[src/logic/sd_card_defs.svh]
// SD card core constants: block geometry, OCR window, identification values
`ifndef SD_CARD_DEFS_SVH
`define SD_CARD_DEFS_SVH

////////////////////////////////////////////////////////////
// Block geometry

// 512-byte block as 32-bit words
`define SD_BLOCK_WORDS 128
// Word index within one block
`define SD_WORD_IDX_W 7
// Default memory size, log2 of block count
`define SD_LG_BLOCKS 4

////////////////////////////////////////////////////////////
// Identification and power-up

// Supported voltage window, OCR bits 23:8
`define SD_OCR_VDD 16'hff80
// Overlapping ACMD41 polls until power-up is done
`define SD_POWERUP_POLLS 3
// First RCA handed out after reset
`define SD_RCA_SEED 16'h1234
// Fixed CID: MID, OID, PNM, PRV, PSN, reserved, MDT
`define SD_CID {8'h5a, 16'h5254, 40'h5344434f52, 8'h21, 32'h5eed0001, 4'h0, 12'h0c5}
// CMD8 check pattern, argument bits 7:0
`define SD_CHECK_PATTERN 8'haa

`endif
[src/logic/sd_card_pkg.sv]
// Shared types of the SD card core: command, reply, data and card state
`default_nettype none

`include "sd_card_defs.svh"

package sd_card_pkg;

	// Command index as decoded from the CMD line
	typedef logic [5:0] cmd_index_t;

	// Command argument, also a short reply payload
	typedef logic [31:0] cmd_arg_t;

	// Long reply payload, R2 without CRC
	typedef logic [119:0] long_reply_t;

	// One word of a block stream
	typedef logic [31:0] word_t;

	// Relative card address
	typedef logic [15:0] rca_t;

	// Word position within a block
	typedef logic [`SD_WORD_IDX_W-1:0] word_idx_t;

	// Block number, low bits select memory, upper bits wrap
	typedef logic [31:0] blk_addr_t;

	// Card state codes as reported in R1 bits 12:9
	typedef enum logic [3:0] {
		IDLE  = 4'd0,
		READY = 4'd1,
		IDENT = 4'd2,
		STBY  = 4'd3,
		TRAN  = 4'd4,
		DATA  = 4'd5,
		RCV   = 4'd6
	} card_state_t;

endpackage

`default_nettype wire

[src/logic/sd_xfer_if.sv]
// Block transfer channel between the command logic and the two data paths
`timescale 1ns/100ps
`default_nettype none

interface sd_xfer_if
	import sd_card_pkg::*;
();

	// One-cycle request pulses from the command logic
	logic start_write;
	logic start_read;

	// Block number, valid with either start pulse
	blk_addr_t blk_addr;

	// Transfer in progress, one per direction
	logic wr_busy;
	logic rd_busy;

	////////////////////////////////////////////////////////////
	// Views

	// Command FSM side
	modport ctrl (
		output start_write,
		output start_read,
		output blk_addr,
		input  wr_busy,
		input  rd_busy
	);

	// Write path, host words into memory
	modport wr (
		input  start_write,
		input  blk_addr,
		output wr_busy
	);

	// Read path, memory words out to host
	modport rd (
		input  start_read,
		input  blk_addr,
		output rd_busy
	);

endinterface

`default_nettype wire

[src/logic/sd_data_rx.sv]
// Block write path: host word strobes into block memory
`timescale 1ns/100ps
`default_nettype none

`include "sd_card_defs.svh"

module sd_data_rx
	import sd_card_pkg::*;
(
	input  wire                                      sd_clk,
	input  wire                                      i_rst_n,
	input  wire                                      i_rx_valid,
	input  wire word_t                               i_rx_data,
	sd_xfer_if.wr                                    xfer,
	output logic                                     o_mem_we,
	output logic [`SD_LG_BLOCKS+`SD_WORD_IDX_W-1:0]  o_mem_addr,
	output word_t                                    o_mem_wdata
);

	logic [`SD_LG_BLOCKS-1:0] blk;
	word_idx_t idx;

	// Words count only inside an active block
	assign o_mem_we = xfer.wr_busy && i_rx_valid;
	// Block times 128 plus word index
	assign o_mem_addr = {blk, idx};
	assign o_mem_wdata = i_rx_data;

	always_ff @(posedge sd_clk)
	begin
		if (!i_rst_n)
		begin
			xfer.wr_busy <= 1'b0;
			idx <= '0;
		end
		else if (xfer.start_write)
		begin
			xfer.wr_busy <= 1'b1;
			idx <= '0;
		end
		else if (o_mem_we)
		begin
			idx <= idx + 1'b1;
			// Word 127 closes the block
			if (&idx)
				xfer.wr_busy <= 1'b0;
		end
	end

	// Block number, wraps above memory size
	always_ff @(posedge sd_clk)
	begin
		if (xfer.start_write)
			blk <= xfer.blk_addr[`SD_LG_BLOCKS-1:0];
	end

	a_no_restart: assert property (@(posedge sd_clk) disable iff (!i_rst_n)
		xfer.start_write |-> !xfer.wr_busy);

endmodule

`default_nettype wire

[src/flat_wrapper.sv]
// flat-port wrapper written by rule: the top's interface ports become plain ports
module sd_data_rx_flat import sd_card_pkg::*;
  (sd_clk, i_rst_n, i_rx_valid, i_rx_data, o_mem_we, o_mem_addr, o_mem_wdata, xfer_start_write, xfer_blk_addr, xfer_wr_busy);
  sd_xfer_if xfer_i ();
  input  wire sd_clk;
  input  wire i_rst_n;
  input  wire i_rx_valid;
  input  wire word_t i_rx_data;
  output logic o_mem_we;
  output logic [`SD_LG_BLOCKS+`SD_WORD_IDX_W-1:0] o_mem_addr;
  output word_t o_mem_wdata;
  input wire logic [$bits(xfer_i.start_write)-1:0] xfer_start_write;
  input wire logic [$bits(xfer_i.blk_addr)-1:0] xfer_blk_addr;
  output wire logic [$bits(xfer_i.wr_busy)-1:0] xfer_wr_busy;
  assign xfer_i.start_write = xfer_start_write;
  assign xfer_i.blk_addr = xfer_blk_addr;
  assign xfer_wr_busy = xfer_i.wr_busy;
  sd_data_rx u_core (.sd_clk(sd_clk), .i_rst_n(i_rst_n), .i_rx_valid(i_rx_valid), .i_rx_data(i_rx_data), .xfer(xfer_i), .o_mem_we(o_mem_we), .o_mem_addr(o_mem_addr), .o_mem_wdata(o_mem_wdata));
endmodule
[config.mk]
export PLATFORM = sky130hd
export DESIGN_NAME = sd_data_rx_flat
export DESIGN_NICKNAME = d
export VERILOG_FILES = /design/src/logic/sd_card_pkg.sv /design/src/logic/sd_xfer_if.sv /design/src/logic/sd_data_rx.sv /design/src/flat_wrapper.sv
export VERILOG_INCLUDE_DIRS = /design/src /design/src/logic
export SDC_FILE = /design/constraint.sdc
export NUM_CORES = 1
export LEC_CHECK = 0
export BUFFER_PORTS_ARGS = -buffer_cell sky130_fd_sc_hd__buf_4
export CAP_MARGIN = 20
export CORE_MARGIN = 1.5
export CORE_UTILIZATION = 28
export DETAILED_ROUTE_END_ITERATION = 8
export PLACE_DENSITY = 0.77
export SLEW_MARGIN = 25
export SYNTH_ARGS = -nofsm -noshare
export SYNTH_HDL_FRONTEND = slang
export SYNTH_SLANG_ARGS = --single-unit
[constraint.sdc]
create_clock -name sd_clk -period 1.5 [get_ports sd_clk]
set_input_delay 0.225 -clock sd_clk [delete_from_list [all_inputs] [get_ports sd_clk]]
set_output_delay 0.225 -clock sd_clk [all_outputs]
set_load 0.03 [all_outputs]
# [Yosys cells after proc, flatten, opt, wreduce, memory -nomap -nowiden]
# Cells that the tools add are included.
# Widths: inputs -> output; s select.
[word_totals] ff_bits=12 input_bits=68 output_inout_bits=45 elab_cells=14
[classes] addsub=1 mux=3 bitwise_logic=1 reduce_logical=6
[ops] op="$add 7x1->7 const B" count=1
[ops] op="$reduce_and 7->1" count=1
[ops] op="$reduce_bool 2->1" count=2
[ops] op="$mux 1" count=3
[ops] op="$reduce_and 2->1" count=1
[ops] op="$reduce_or 2->1" count=1
[ops] op="$logic_and 1x1->1" count=1
[ops] op="$not 1->1" count=1

# [Longest topological paths before layout]
# Gate-level depths: netlist of the first run.
[logic_depth] ltp_word=4 ltp_mapped=4 mapped_depth_nobuf=4

# [Worst setup path after synthesis of the first run]
# Ideal clock, no wire load.
[synth_timing] path_kind="register -> register" from="reg u_core.idx[0]" to="reg u_core.idx[4]" setup_time_ps=70 t_arrival_ps=1343 required_time_ps=1430 path_slack_ps=87 stages_incl_launch_ff=5 path_buffers=0 period_less_slack_ps=1413 path_cell_list="dfxtp_1 ha_1 nand3_1 or3_1 a21oi_1"
[synth_via] elab_chain_len=1
[synth_rtl] item="start, declared" line="sd_data_rx.sv:21" source="word_idx_t idx;"
[synth_rtl] item="start signal, assigned" line="sd_data_rx.sv:43" source="idx <= idx + 1'b1;"
[synth_rtl] item="$add 7x1->7" line="sd_data_rx.sv:43"
# No other way between the ends.
# A chain may end at the register's enable or synchronous reset.

# [Worst setup path after layout of the first run]
[layout_timing] from="reg u_core.idx[0]" to="reg u_core.idx[6]"
# The elaborated chain is that of the path after synthesis.

==> out/qor.yml, run 1 <==
pwr:
  seqPwrFrac_pct: 56.0
  p_switching_mw: 0.158
  p_int_mw: 0.478
  p_clk_share_pct: 31.4
  cellPowerDensity_nw_per_um2: 947
  power.leakage_nw: 0.270
  combPwrFrac_pct: 12.6
  vdd_ir_drop_max_uv: 405
  swShare_pct: 24.8
sta:
  fin_crit_sh_pct: 87.1
  worstMarginPinSlew_ns: 0.272
  layout_setup_ws_ns: 0.193
  finClkSkew_ns: 0.00547
  hold_viol_final: 0
  fmax_mhz: 765
  slew_headroom_pct: 81.9
  drv_slew: 0
  finalSetupViolCount: 0
  rsz0062_at_grt: "no"
  tns_ns: 0
  min_period_ns: 1.31
finish:
  fin_util_pct: 29.2
  drive_above_1_share_pct: 33.3
  layout_common_cells: "20 x buf_4, 8 x dfxtp_1, 5 x nand2_1, 5 x a21oi_1"
  fin_area_um2: 672
  area_growth_pct: -4.11
  final_cells: 97
  seq_area_um2: 280
  diodes: 0
  multi_input_area_um2: 173
  fin_nets: 139
  fillers: 254
  layout_commonest_cell: "buf_4"
logic_synthesis:
  syn_inst: 77
  syn_area_um2: 701
  avgSynthCellArea_um2: 9.10
  ys_types: 16
  yosysWarnings: 0
  synth_fp_nets: 146
  yosysSeqAreaShare_pct: 40.0
  ys_seq_elements: 12
setup_path:
  cp_max_fo: 5
  cp.arrival_ns: 1.51
  ff2ff_setup_slack_ns: 0.19
  cp-start-kind: "flip-flop"
  critPathCapture: "u_core.idx[6]$_SDFFE_PP0P_"
  crit_chain: "ha_1, nand3_1, or3_1, a21oi_1"
  cp_top_family: "simple AND/OR/NAND/NOR gates"
  worstSetupStartpoint: "u_core.idx[0]$_SDFFE_PP0P_"
  path_class: "flip-flop to flip-flop"
  crit_cells: 4
  slowest_stage: "dfxtp_1"
  r2r-start: "u_core.idx[0]$_SDFFE_PP0P_"
  cpPeakStageDelay_ns: 0.40
  required_ns: 1.70
  crit_path_end_kind: "flip-flop"
  reg2reg_to: "u_core.idx[6]$_SDFFE_PP0P_"
  cp_num_buf_inv: 0
  reg2regPathDepth: 4
grt:
  grt_use_total_pct: 9.47
  antenna_found_initial: 0
  grt_pass1_wl_um: 1780
  grt.overflow.total: 0
  grt_pass1_vias: 399
  grt_max_degree: 8
drt:
  first_iter_violations: 7
  routed_wl_um: 1120
  via_per_inst: 4.58
  drc: 0
  num_vias: 444
  first_pass_iters: 4
  wire_per_inst_um: 11.5
  ant_nets: 0
cts:
  post_cts_resized: 0
  clk_pin_slew_worst_paths_ns: 0.07
  cts_buffers: 3
  insertion_delay_ns: 0.27
  cts_buffer_depth: 2
  post_cts_buffers: 0
  cts_tree: "yes"
  htreeDepth: 1
  numClockSinks: 12
  cts.hold.buffers_added: 0
  clockRootBuffer: "clkbuf_4"
job:
  maxCapViolCount: 0
floorplan:
  io_pins: 113
  core_um2: 2300
  die_h_um: 53.0
  die_x_um: 53.0
  start_util_pct: 30.5
  die_area_um2: 2810
  row_count: 17
min_path:
  hp-class: "primary input to flip-flop"
  worstHoldPathCells: 1
outcome:
  outcome: "complete, no violations"
place:
  pre_cts_ws_ns: 0.215
  gp_congestion: 0.704
  dp_cells: 93
  dp_hpwl_um: 869
  place_area_um2: 646
  portBuffers: 20
==> sequential cells by signal, indices dropped and copies added, names as in the netlist <==
register             cells
u_core.xfer.wr_busy      1
u_core.idx               7
u_core.blk               4
==> how the worst min path moves through the flow <==
stage	startpoint	end
after floorplan	xfer_blk_addr[0]	u_core.blk[0]$_DFFE_PP_
after global placement	xfer_blk_addr[3]	u_core.blk[3]$_DFFE_PP_
after detailed placement	xfer_blk_addr[1]	u_core.blk[1]$_DFFE_PP_
after CTS	xfer_blk_addr[1]	u_core.blk[1]$_DFFE_PP_
after global routing	xfer_blk_addr[1]	u_core.blk[1]$_DFFE_PP_
final	xfer_blk_addr[1]	u_core.blk[1]$_DFFE_PP_
==> power by group through the flow <==
stage          clock network [mW]  registers [mW]  logic (mW)
2_1_floorplan                   0           0.388       0.174
3_3_place_gp                    0           0.363      0.0795
3_5_place_dp                    0           0.364      0.0808
4_1_cts                     0.212           0.356      0.0809
5_1_grt                     0.226           0.358      0.0857
6_report                    0.200           0.356      0.0802
==> area by class of cell <==
class,instances,share of cell area [%]
clock buffer,3,3.35
clock inverter,1,0.559
inverter,2,1.12
multi-input combinational,31,25.7
sequential,12,41.7
tap,28,5.21
timing repair buffer,20,22.3
==> synthesized netlist by cell type <==
library cell  count  area share (%)
or3_1             4             3.6
ha_1              1             1.8
nand2b_1          1            0.89
o21ai_0           4             2.9
o211ai_1          1             1.1
a21oi_1           5             3.6
nand3_1           4             2.9
nor2_1            2             1.1
dfxtp_1           8              23
buf_4            32              34
xnor2_1           1             1.3
nand4_1           2             1.8
inv_1             2             1.1
edfxtp_1          4              17
nand2_1           5             2.7
xor2_1            1             1.3
==> metal layers <==
| layer | track usage, % | part of all wire [%] | up-vias |
|---|---|---|---|
| li1 | - | - | 208 |
| met1 | 8.12 | 34 | 191 |
| met2 | 13.3 | 45 | 24 |
| met3 | 6.50 | 14 | 21 |
| met4 | 11.1 | 6.0 | 0 |
| met5 | 0 | 0 | - |
==> stage by stage <==
| stage | hold WS (ns) | power, mW |
|---|---|---|
| floorplan | 0.324 | 0.562 |
| global placement | 0.408 | 0.442 |
| detailed placement | 0.407 | 0.445 |
| CTS | 0.112 | 0.649 |
| global route | 0.103 | 0.669 |
| finish | 0.122 | 0.636 |
==> logic make-up (layout without fill, tap and decap cells) <==
logic type / after synthesis / after routing / share of synthesized area (%)
buffers and inverters: 34 / 26 / 35.4
adders and majority gates: 1 / 1 / 1.79
xor gates and xnor gates: 2 / 2 / 2.50
and+or+nand+nor: 18 / 18 / 12.9
AOI/OAI and AO/OA: 10 / 10 / 7.50
DFF: 12 / 12 / 40.0
Note: power is estimated with default switching activity, not from simulation.
==> inputs of run 2 (changes only) <==
--- a/config.mk
+++ b/config.mk
@@ -8,7 +8,7 @@
 export LEC_CHECK = 0
 export BUFFER_PORTS_ARGS = -buffer_cell sky130_fd_sc_hd__buf_4
 export CAP_MARGIN = 20
-export CORE_MARGIN = 1.5
+export CORE_MARGIN = 2
 export CORE_UTILIZATION = 28
 export DETAILED_ROUTE_END_ITERATION = 8
 export PLACE_DENSITY = 0.77
==> run 2 against run 1 <==
  * Non-clock buffer count is the same
  * Largest power group unchanged
  * Register-to-register slack got worse by 0.02 ns
  * Fmax shrank 1.7%
  * Flip-flop and latch count unchanged
  * Final cell count grew 2.1%
  * First-iteration DRC count did not move
  * Power grew 0.47%
==> out/qor.yml, run 2 (synthesis gave the netlist of run 1 again) <==
outcome:
  outcome: "complete, no violations"  # unchanged
sta:
  holdWs_ns: 0.129  # was 0.122 ns
  slew_headroom_pct: 82.6  # was 81.9%
  hold_viol_final: 0  # unchanged
  layout_setup_ws_ns: 0.170  # was 0.193 ns
  drv_slew: 0  # unchanged
  worstMarginPinSlew_ns: 0.260  # was 0.272 ns
  fmax_mhz: 752  # was 765 MHz
  finalSetupViolCount: 0  # unchanged
  tns_ns: 0  # unchanged
  min_period_ns: 1.33  # was 1.31 ns
  finClkSkew_ns: 0.00499  # was 0.00547 ns
  rsz0062_at_grt: "no"  # unchanged
  fin_crit_sh_pct: 88.6  # was 87.1%
setup_path:
  crit_path_end_kind: "flip-flop"  # unchanged
  cpPeakStageDelay_ns: 0.40  # about the same
  required_ns: 1.69  # was 1.70 ns
  r2r-start: "u_core.idx[0]$_SDFFE_PP0P_"  # unchanged
  critPathCapture: "u_core.idx[6]$_SDFFE_PP0P_"  # unchanged
  reg2reg_to: "u_core.idx[6]$_SDFFE_PP0P_"  # unchanged
  cp_num_buf_inv: 0  # unchanged
  cp_top_family: "simple AND/OR/NAND/NOR gates"  # unchanged
  slowest_stage: "dfxtp_1"  # unchanged
  crit_chain: "ha_1, nand3_1, or3_1, a21oi_1"  # unchanged
  worstSetupStartpoint: "u_core.idx[0]$_SDFFE_PP0P_"  # unchanged
  cp.arrival_ns: 1.52  # was 1.51 ns
  cp-start-kind: "flip-flop"  # unchanged
  cp_max_fo: 5  # unchanged
  path_class: "flip-flop to flip-flop"  # unchanged
  ff2ff_setup_slack_ns: 0.17  # was 0.19 ns
  crit_cells: 4  # unchanged
  reg2regPathDepth: 4  # unchanged
grt:
  grt_pass1_vias: 426  # was 399
  grt_pass1_wl_um: 1890  # was 1780 µm
  grt_max_degree: 8  # unchanged
  antenna_found_initial: 0  # unchanged
  grt.overflow.total: 0  # unchanged
  grt_use_total_pct: 9.21  # was 9.47%
drt:
  routed_wl_um: 1360  # was 1120 µm
  first_pass_iters: 4  # unchanged
  via_per_inst: 4.59  # was 4.58
  wire_per_inst_um: 13.7  # was 11.5 µm
  drc: 0  # unchanged
  num_vias: 454  # was 444
  first_iter_violations: 7  # unchanged
  ant_nets: 0  # unchanged
cts:
  clk_pin_slew_worst_paths_ns: 0.07  # about the same
  post_cts_resized: 0  # unchanged
  numClockSinks: 12  # unchanged
  post_cts_buffers: 0  # unchanged
  htreeDepth: 1  # unchanged
  cts_buffer_depth: 2  # unchanged
  clockRootBuffer: "clkbuf_4"  # unchanged
  cts_tree: "yes"  # unchanged
  cts.hold.buffers_added: 0  # unchanged
  insertion_delay_ns: 0.27  # about the same
  cts_buffers: 3  # unchanged
finish:
  largest_reg_flops: 7  # unchanged
  reg_top3: "u_core.idx x7, u_core.blk x4, u_core.xfer.wr_busy x1"  # unchanged
  fin_nets: 139  # unchanged
  drive_above_1_share_pct: 33.3  # unchanged
  layout_common_cells: "20 x buf_4, 8 x dfxtp_1, 5 x nand2_1, 5 x a21oi_1"  # unchanged
  fin_util_pct: 27.7  # was 29.2%
  area_growth_pct: -3.75  # was -4.11%
  regMostFlops: "u_core.idx"  # unchanged
  diodes: 0  # unchanged
  layout_commonest_cell: "buf_4"  # unchanged
place:
  dp_hpwl_um: 1110  # was 869 µm
  gp_congestion: 0.695  # was 0.704
  portBuffers: 20  # unchanged
  pre_cts_ws_ns: 0.179  # was 0.215 ns
job:
  maxCapViolCount: 0  # unchanged
pwr:
  power.leakage_nw: 0.270  # about the same
  power.total_mw: 0.639  # was 0.636 mW
  cellPowerDensity_nw_per_um2: 948  # was 947 nW/µm²
  vdd_ir_drop_max_uv: 452  # was 405 µV
floorplan:
  io_pins: 113  # unchanged
  die_area_um2: 2920  # was 2810 µm²
  core_um2: 2430  # was 2300 µm²
  die_h_um: 54.0  # was 53.0 µm
  start_util_pct: 28.8  # was 30.5%
  die_x_um: 54.0  # was 53.0 µm
  row_count: 18  # was 17
min_path:
  hp-class: "primary input to flip-flop"  # unchanged
-- run 2: cell types whose count changed in the layout (fill, tap and decap cells not counted) --
cell	delta
clkbuf_1	+1
clkinv_1	-1
-- run 2: where the power goes --
part | internal, mW | switching [mW] | leakage, nW | total (mW)
Combinational | 0.0330 | 0.0477 | 0.151 | 0.0806
Sequential | 0.349 | 0.00734 | 0.104 | 0.356
Clock | 0.103 | 0.0998 | 0.0150 | 0.203
-- run 2: metal layers --
| layer | share of wire [%] | track usage (%) | vias to the layer above | wire length, µm |
|---|---|---|---|---|
| met3 | 18 | 7.78 | 6 | 246 |
| met1 | 28 | 7.19 | 200 | 381 |
| met2 | 52 | 17.1 | 38 | 711 |
| met5 | 0 | 0 | - | 0 |
| met4 | 1.5 | 2.08 | 0 | 20 |
| li1 | - | - | 210 | - |
-- run 2: through the flow --
stage / std cells / cell area [µm²]
global route: 99 / 674
detailed placement: 95 / 648
finish: 99 / 674
floorplan: 77 / 701
CTS: 99 / 674
global placement: 95 / 648
-- run 2: layout make-up --
cell class | instances | area, µm²
Multi-Input combinational cell | 31 | 173
Inverter | 2 | 7.51
Fill cell | 266 | 1760
Timing Repair Buffer | 20 | 150
Clock buffer | 4 | 26.3
Sequential cell | 12 | 280
Tap cell | 30 | 37.5
-- run 2: worst min path at each step --
| stage | start | to | slack, ns | depth (start not counted) |
|---|---|---|---|---|
| after floorplan | xfer_blk_addr[0] | u_core.blk[0]$_DFFE_PP_ | 0.32 | 0 |
| after global placement | xfer_blk_addr[3] | u_core.blk[3]$_DFFE_PP_ | 0.41 | 1 |
| after detailed placement | xfer_blk_addr[3] | u_core.blk[3]$_DFFE_PP_ | 0.40 | 1 |
| after CTS | xfer_blk_addr[3] | u_core.blk[3]$_DFFE_PP_ | 0.12 | 1 |
| after global routing | xfer_blk_addr[3] | u_core.blk[3]$_DFFE_PP_ | 0.11 | 1 |
| final | xfer_blk_addr[3] | u_core.blk[3]$_DFFE_PP_ | 0.13 | 1 |
==> inputs of run 3 (changes only) <==
--- a/config.mk
+++ b/config.mk
@@ -12,6 +12,7 @@
 export CORE_UTILIZATION = 28
 export DETAILED_ROUTE_END_ITERATION = 8
 export PLACE_DENSITY = 0.77
+export RECOVER_POWER = 25
 export SLEW_MARGIN = 25
 export SYNTH_ARGS = -nofsm -noshare
 export SYNTH_HDL_FRONTEND = slang
==> run 3 against run 2 <==
  * Worst setup slack hardly changed
  * Largest cell class unchanged
  * Sequential share of layout area grew 0.23 points
  * Final area fell by 0.56%
  * Clock skew about the same
  * Highest routed layer unchanged
==> out/qor.yml, run 3 (synthesis gave the netlist of run 1 again) <==
cts:
  post_cts_buffers: 0  # unchanged
  cts_tree: "yes"  # unchanged
  clk_pin_slew_worst_paths_ns: 0.07  # about the same
  cts_buffers: 3  # unchanged
  post_cts_resized: 0  # unchanged
  numClockSinks: 12  # unchanged
  clockRootBuffer: "clkbuf_4"  # unchanged
  insertion_delay_ns: 0.27  # about the same
  cts.hold.buffers_added: 0  # unchanged
  cts_buffer_depth: 2  # unchanged
  htreeDepth: 1  # unchanged
finish:
  reg_top3: "u_core.idx x7, u_core.blk x4, u_core.xfer.wr_busy x1"  # unchanged
  fillers: 268  # was 266
  drive_above_1_share_pct: 31.9  # was 33.3%
  fin_nets: 139  # unchanged
  regMostFlops: "u_core.idx"  # unchanged
  fin_util_pct: 27.6  # was 27.7%
  area_growth_pct: -4.29  # was -3.75%
  diodes: 0  # unchanged
  seq_area_um2: 280  # unchanged
  largest_reg_flops: 7  # unchanged
  layout_common_cells: "15 x buf_4, 8 x dfxtp_1, 7 x clkbuf_4"  # was 20 x buf_4, 8 x dfxtp_1, 5 x nand2_1, 5 x a21oi_1
  multi_input_area_um2: 173  # unchanged
  layout_commonest_cell: "buf_4"  # unchanged
floorplan:
  die_h_um: 54.0  # unchanged
  die_x_um: 54.0  # unchanged
  core_um2: 2430  # unchanged
  row_count: 18  # unchanged
  die_area_um2: 2920  # unchanged
  start_util_pct: 28.8  # unchanged
  io_pins: 113  # unchanged
outcome:
  outcome: "complete, no violations"  # unchanged
place:
  portBuffers: 20  # unchanged
  dp_hpwl_um: 1110  # unchanged
  gp_congestion: 0.695  # unchanged
  pre_cts_ws_ns: 0.179  # unchanged
pwr:
  vdd_ir_drop_max_uv: 452  # about the same
  power.leakage_nw: 0.265  # was 0.270 nW
  cellPowerDensity_nw_per_um2: 951  # was 948 nW/µm²
setup_path:
  cp_max_fo: 5  # unchanged
  cp-start-kind: "flip-flop"  # unchanged
  crit_path_end_kind: "flip-flop"  # unchanged
  required_ns: 1.69  # about the same
  reg2regPathDepth: 4  # unchanged
  reg2reg_to: "u_core.idx[6]$_SDFFE_PP0P_"  # unchanged
  r2r-start: "u_core.idx[0]$_SDFFE_PP0P_"  # unchanged
  cp.arrival_ns: 1.52  # about the same
  path_class: "flip-flop to flip-flop"  # unchanged
  ff2ff_setup_slack_ns: 0.17  # about the same
sta:
  rsz0062_at_grt: "no"  # unchanged
  finClkSkew_ns: 0.00504  # was 0.00499 ns
  layout_setup_ws_ns: 0.170  # about the same
  holdWs_ns: 0.152  # was 0.129 ns
  fmax_mhz: 752  # about the same
  fin_crit_sh_pct: 88.6  # about the same
  finalSetupViolCount: 0  # unchanged
  tns_ns: 0  # unchanged
  slew_headroom_pct: 81.2  # was 82.6%
  worstMarginPinSlew_ns: 0.282  # was 0.260 ns
  hold_viol_final: 0  # unchanged
  drv_slew: 0  # unchanged
  min_period_ns: 1.33  # about the same
min_path:
  hp-start: "xfer_blk_addr[3]"  # unchanged
  hold_end: "u_core.blk[3]$_DFFE_PP_"  # unchanged
  hp-class: "primary input to flip-flop"  # unchanged
  worstHoldPathCells: 1  # unchanged
grt:
  grt_pass1_wl_um: 1890  # unchanged
  antenna_found_initial: 0  # unchanged
  grt_max_degree: 8  # unchanged
  grt_pass1_vias: 426  # unchanged
  grt.overflow.total: 0  # unchanged
  grt_use_total_pct: 9.21  # unchanged
drt:
  drc: 0  # unchanged
  first_iter_violations: 7  # unchanged
  num_vias: 454  # unchanged
  routed_wl_um: 1360  # about the same
  ant_nets: 0  # unchanged
  first_pass_iters: 4  # unchanged
  via_per_inst: 4.59  # unchanged
  wire_per_inst_um: 13.7  # about the same
job:
  maxCapViolCount: 0  # unchanged
## run 3: cell count changes in the layout (fill, tap and decap cells not counted)
| cell | delta |
|---|---|
| buf_4 | -5 |
| clkbuf_4 | +4 |
| clkbuf_1 | +1 |
## run 3: per-layer routing
layer / vias up / wire, µm / GRT usage [%]
li1: 210 / - / -
met1: 200 / 360 / 7.19
met2: 38 / 714 / 17.1
met3: 6 / 261 / 7.78
met4: 0 / 20 / 2.08
met5: - / 0 / 0
## run 3: how the worst max path moves through the flow
stage | start | end | slack, ns | depth (start not counted)
finish | u_core.idx[0]$_SDFFE_PP0P_ | u_core.idx[6]$_SDFFE_PP0P_ | 0.17 | 4
global placement | u_core.idx[0]$_SDFFE_PP0P_ | u_core.idx[6]$_SDFFE_PP0P_ | 0.27 | 4
CTS | u_core.idx[0]$_SDFFE_PP0P_ | u_core.idx[6]$_SDFFE_PP0P_ | 0.16 | 4
global route | u_core.idx[0]$_SDFFE_PP0P_ | u_core.idx[6]$_SDFFE_PP0P_ | 0.03 | 4
floorplan | u_core.idx[0]$_SDFFE_PP0P_ | u_core.idx[4]$_SDFFE_PP0P_ | 0.09 | 4
detailed placement | u_core.idx[0]$_SDFFE_PP0P_ | u_core.idx[4]$_SDFFE_PP0P_ | 0.18 | 4
## run 3: cell type report
cell class / count / share of cell area [%]
multi-input combinational: 31 / 25.7
inverter: 2 / 1.12
sequential: 12 / 41.8
tap: 30 / 5.60
clock buffer: 4 / 3.92
timing repair buffer: 20 / 21.8
## run 3: worst max-delay path, stage by stage (launching register included)
cell and delay (ns):
dfxtp_1 0.40, ha_1 0.20, nand3_1 0.17, or3_1 0.35
a21oi_1 0.15
## run 3: through the flow
stage | area (µm²) | power (mW) | std cells
6_report | 671 | 0.638 | 99
5_1_grt | 671 | 0.672 | 99
4_1_cts | 674 | 0.653 | 99
3_5_place_dp | 648 | 0.445 | 95
3_3_place_gp | 648 | 0.442 | 95
2_1_floorplan | 701 | 0.562 | 77
## run 3: power by group
group | switching [mW] | total, mW | internal [mW]
combinational | 0.0478 | 0.0790 | 0.0312
clock | 0.0998 | 0.203 | 0.103
sequential | 0.00735 | 0.356 | 0.349
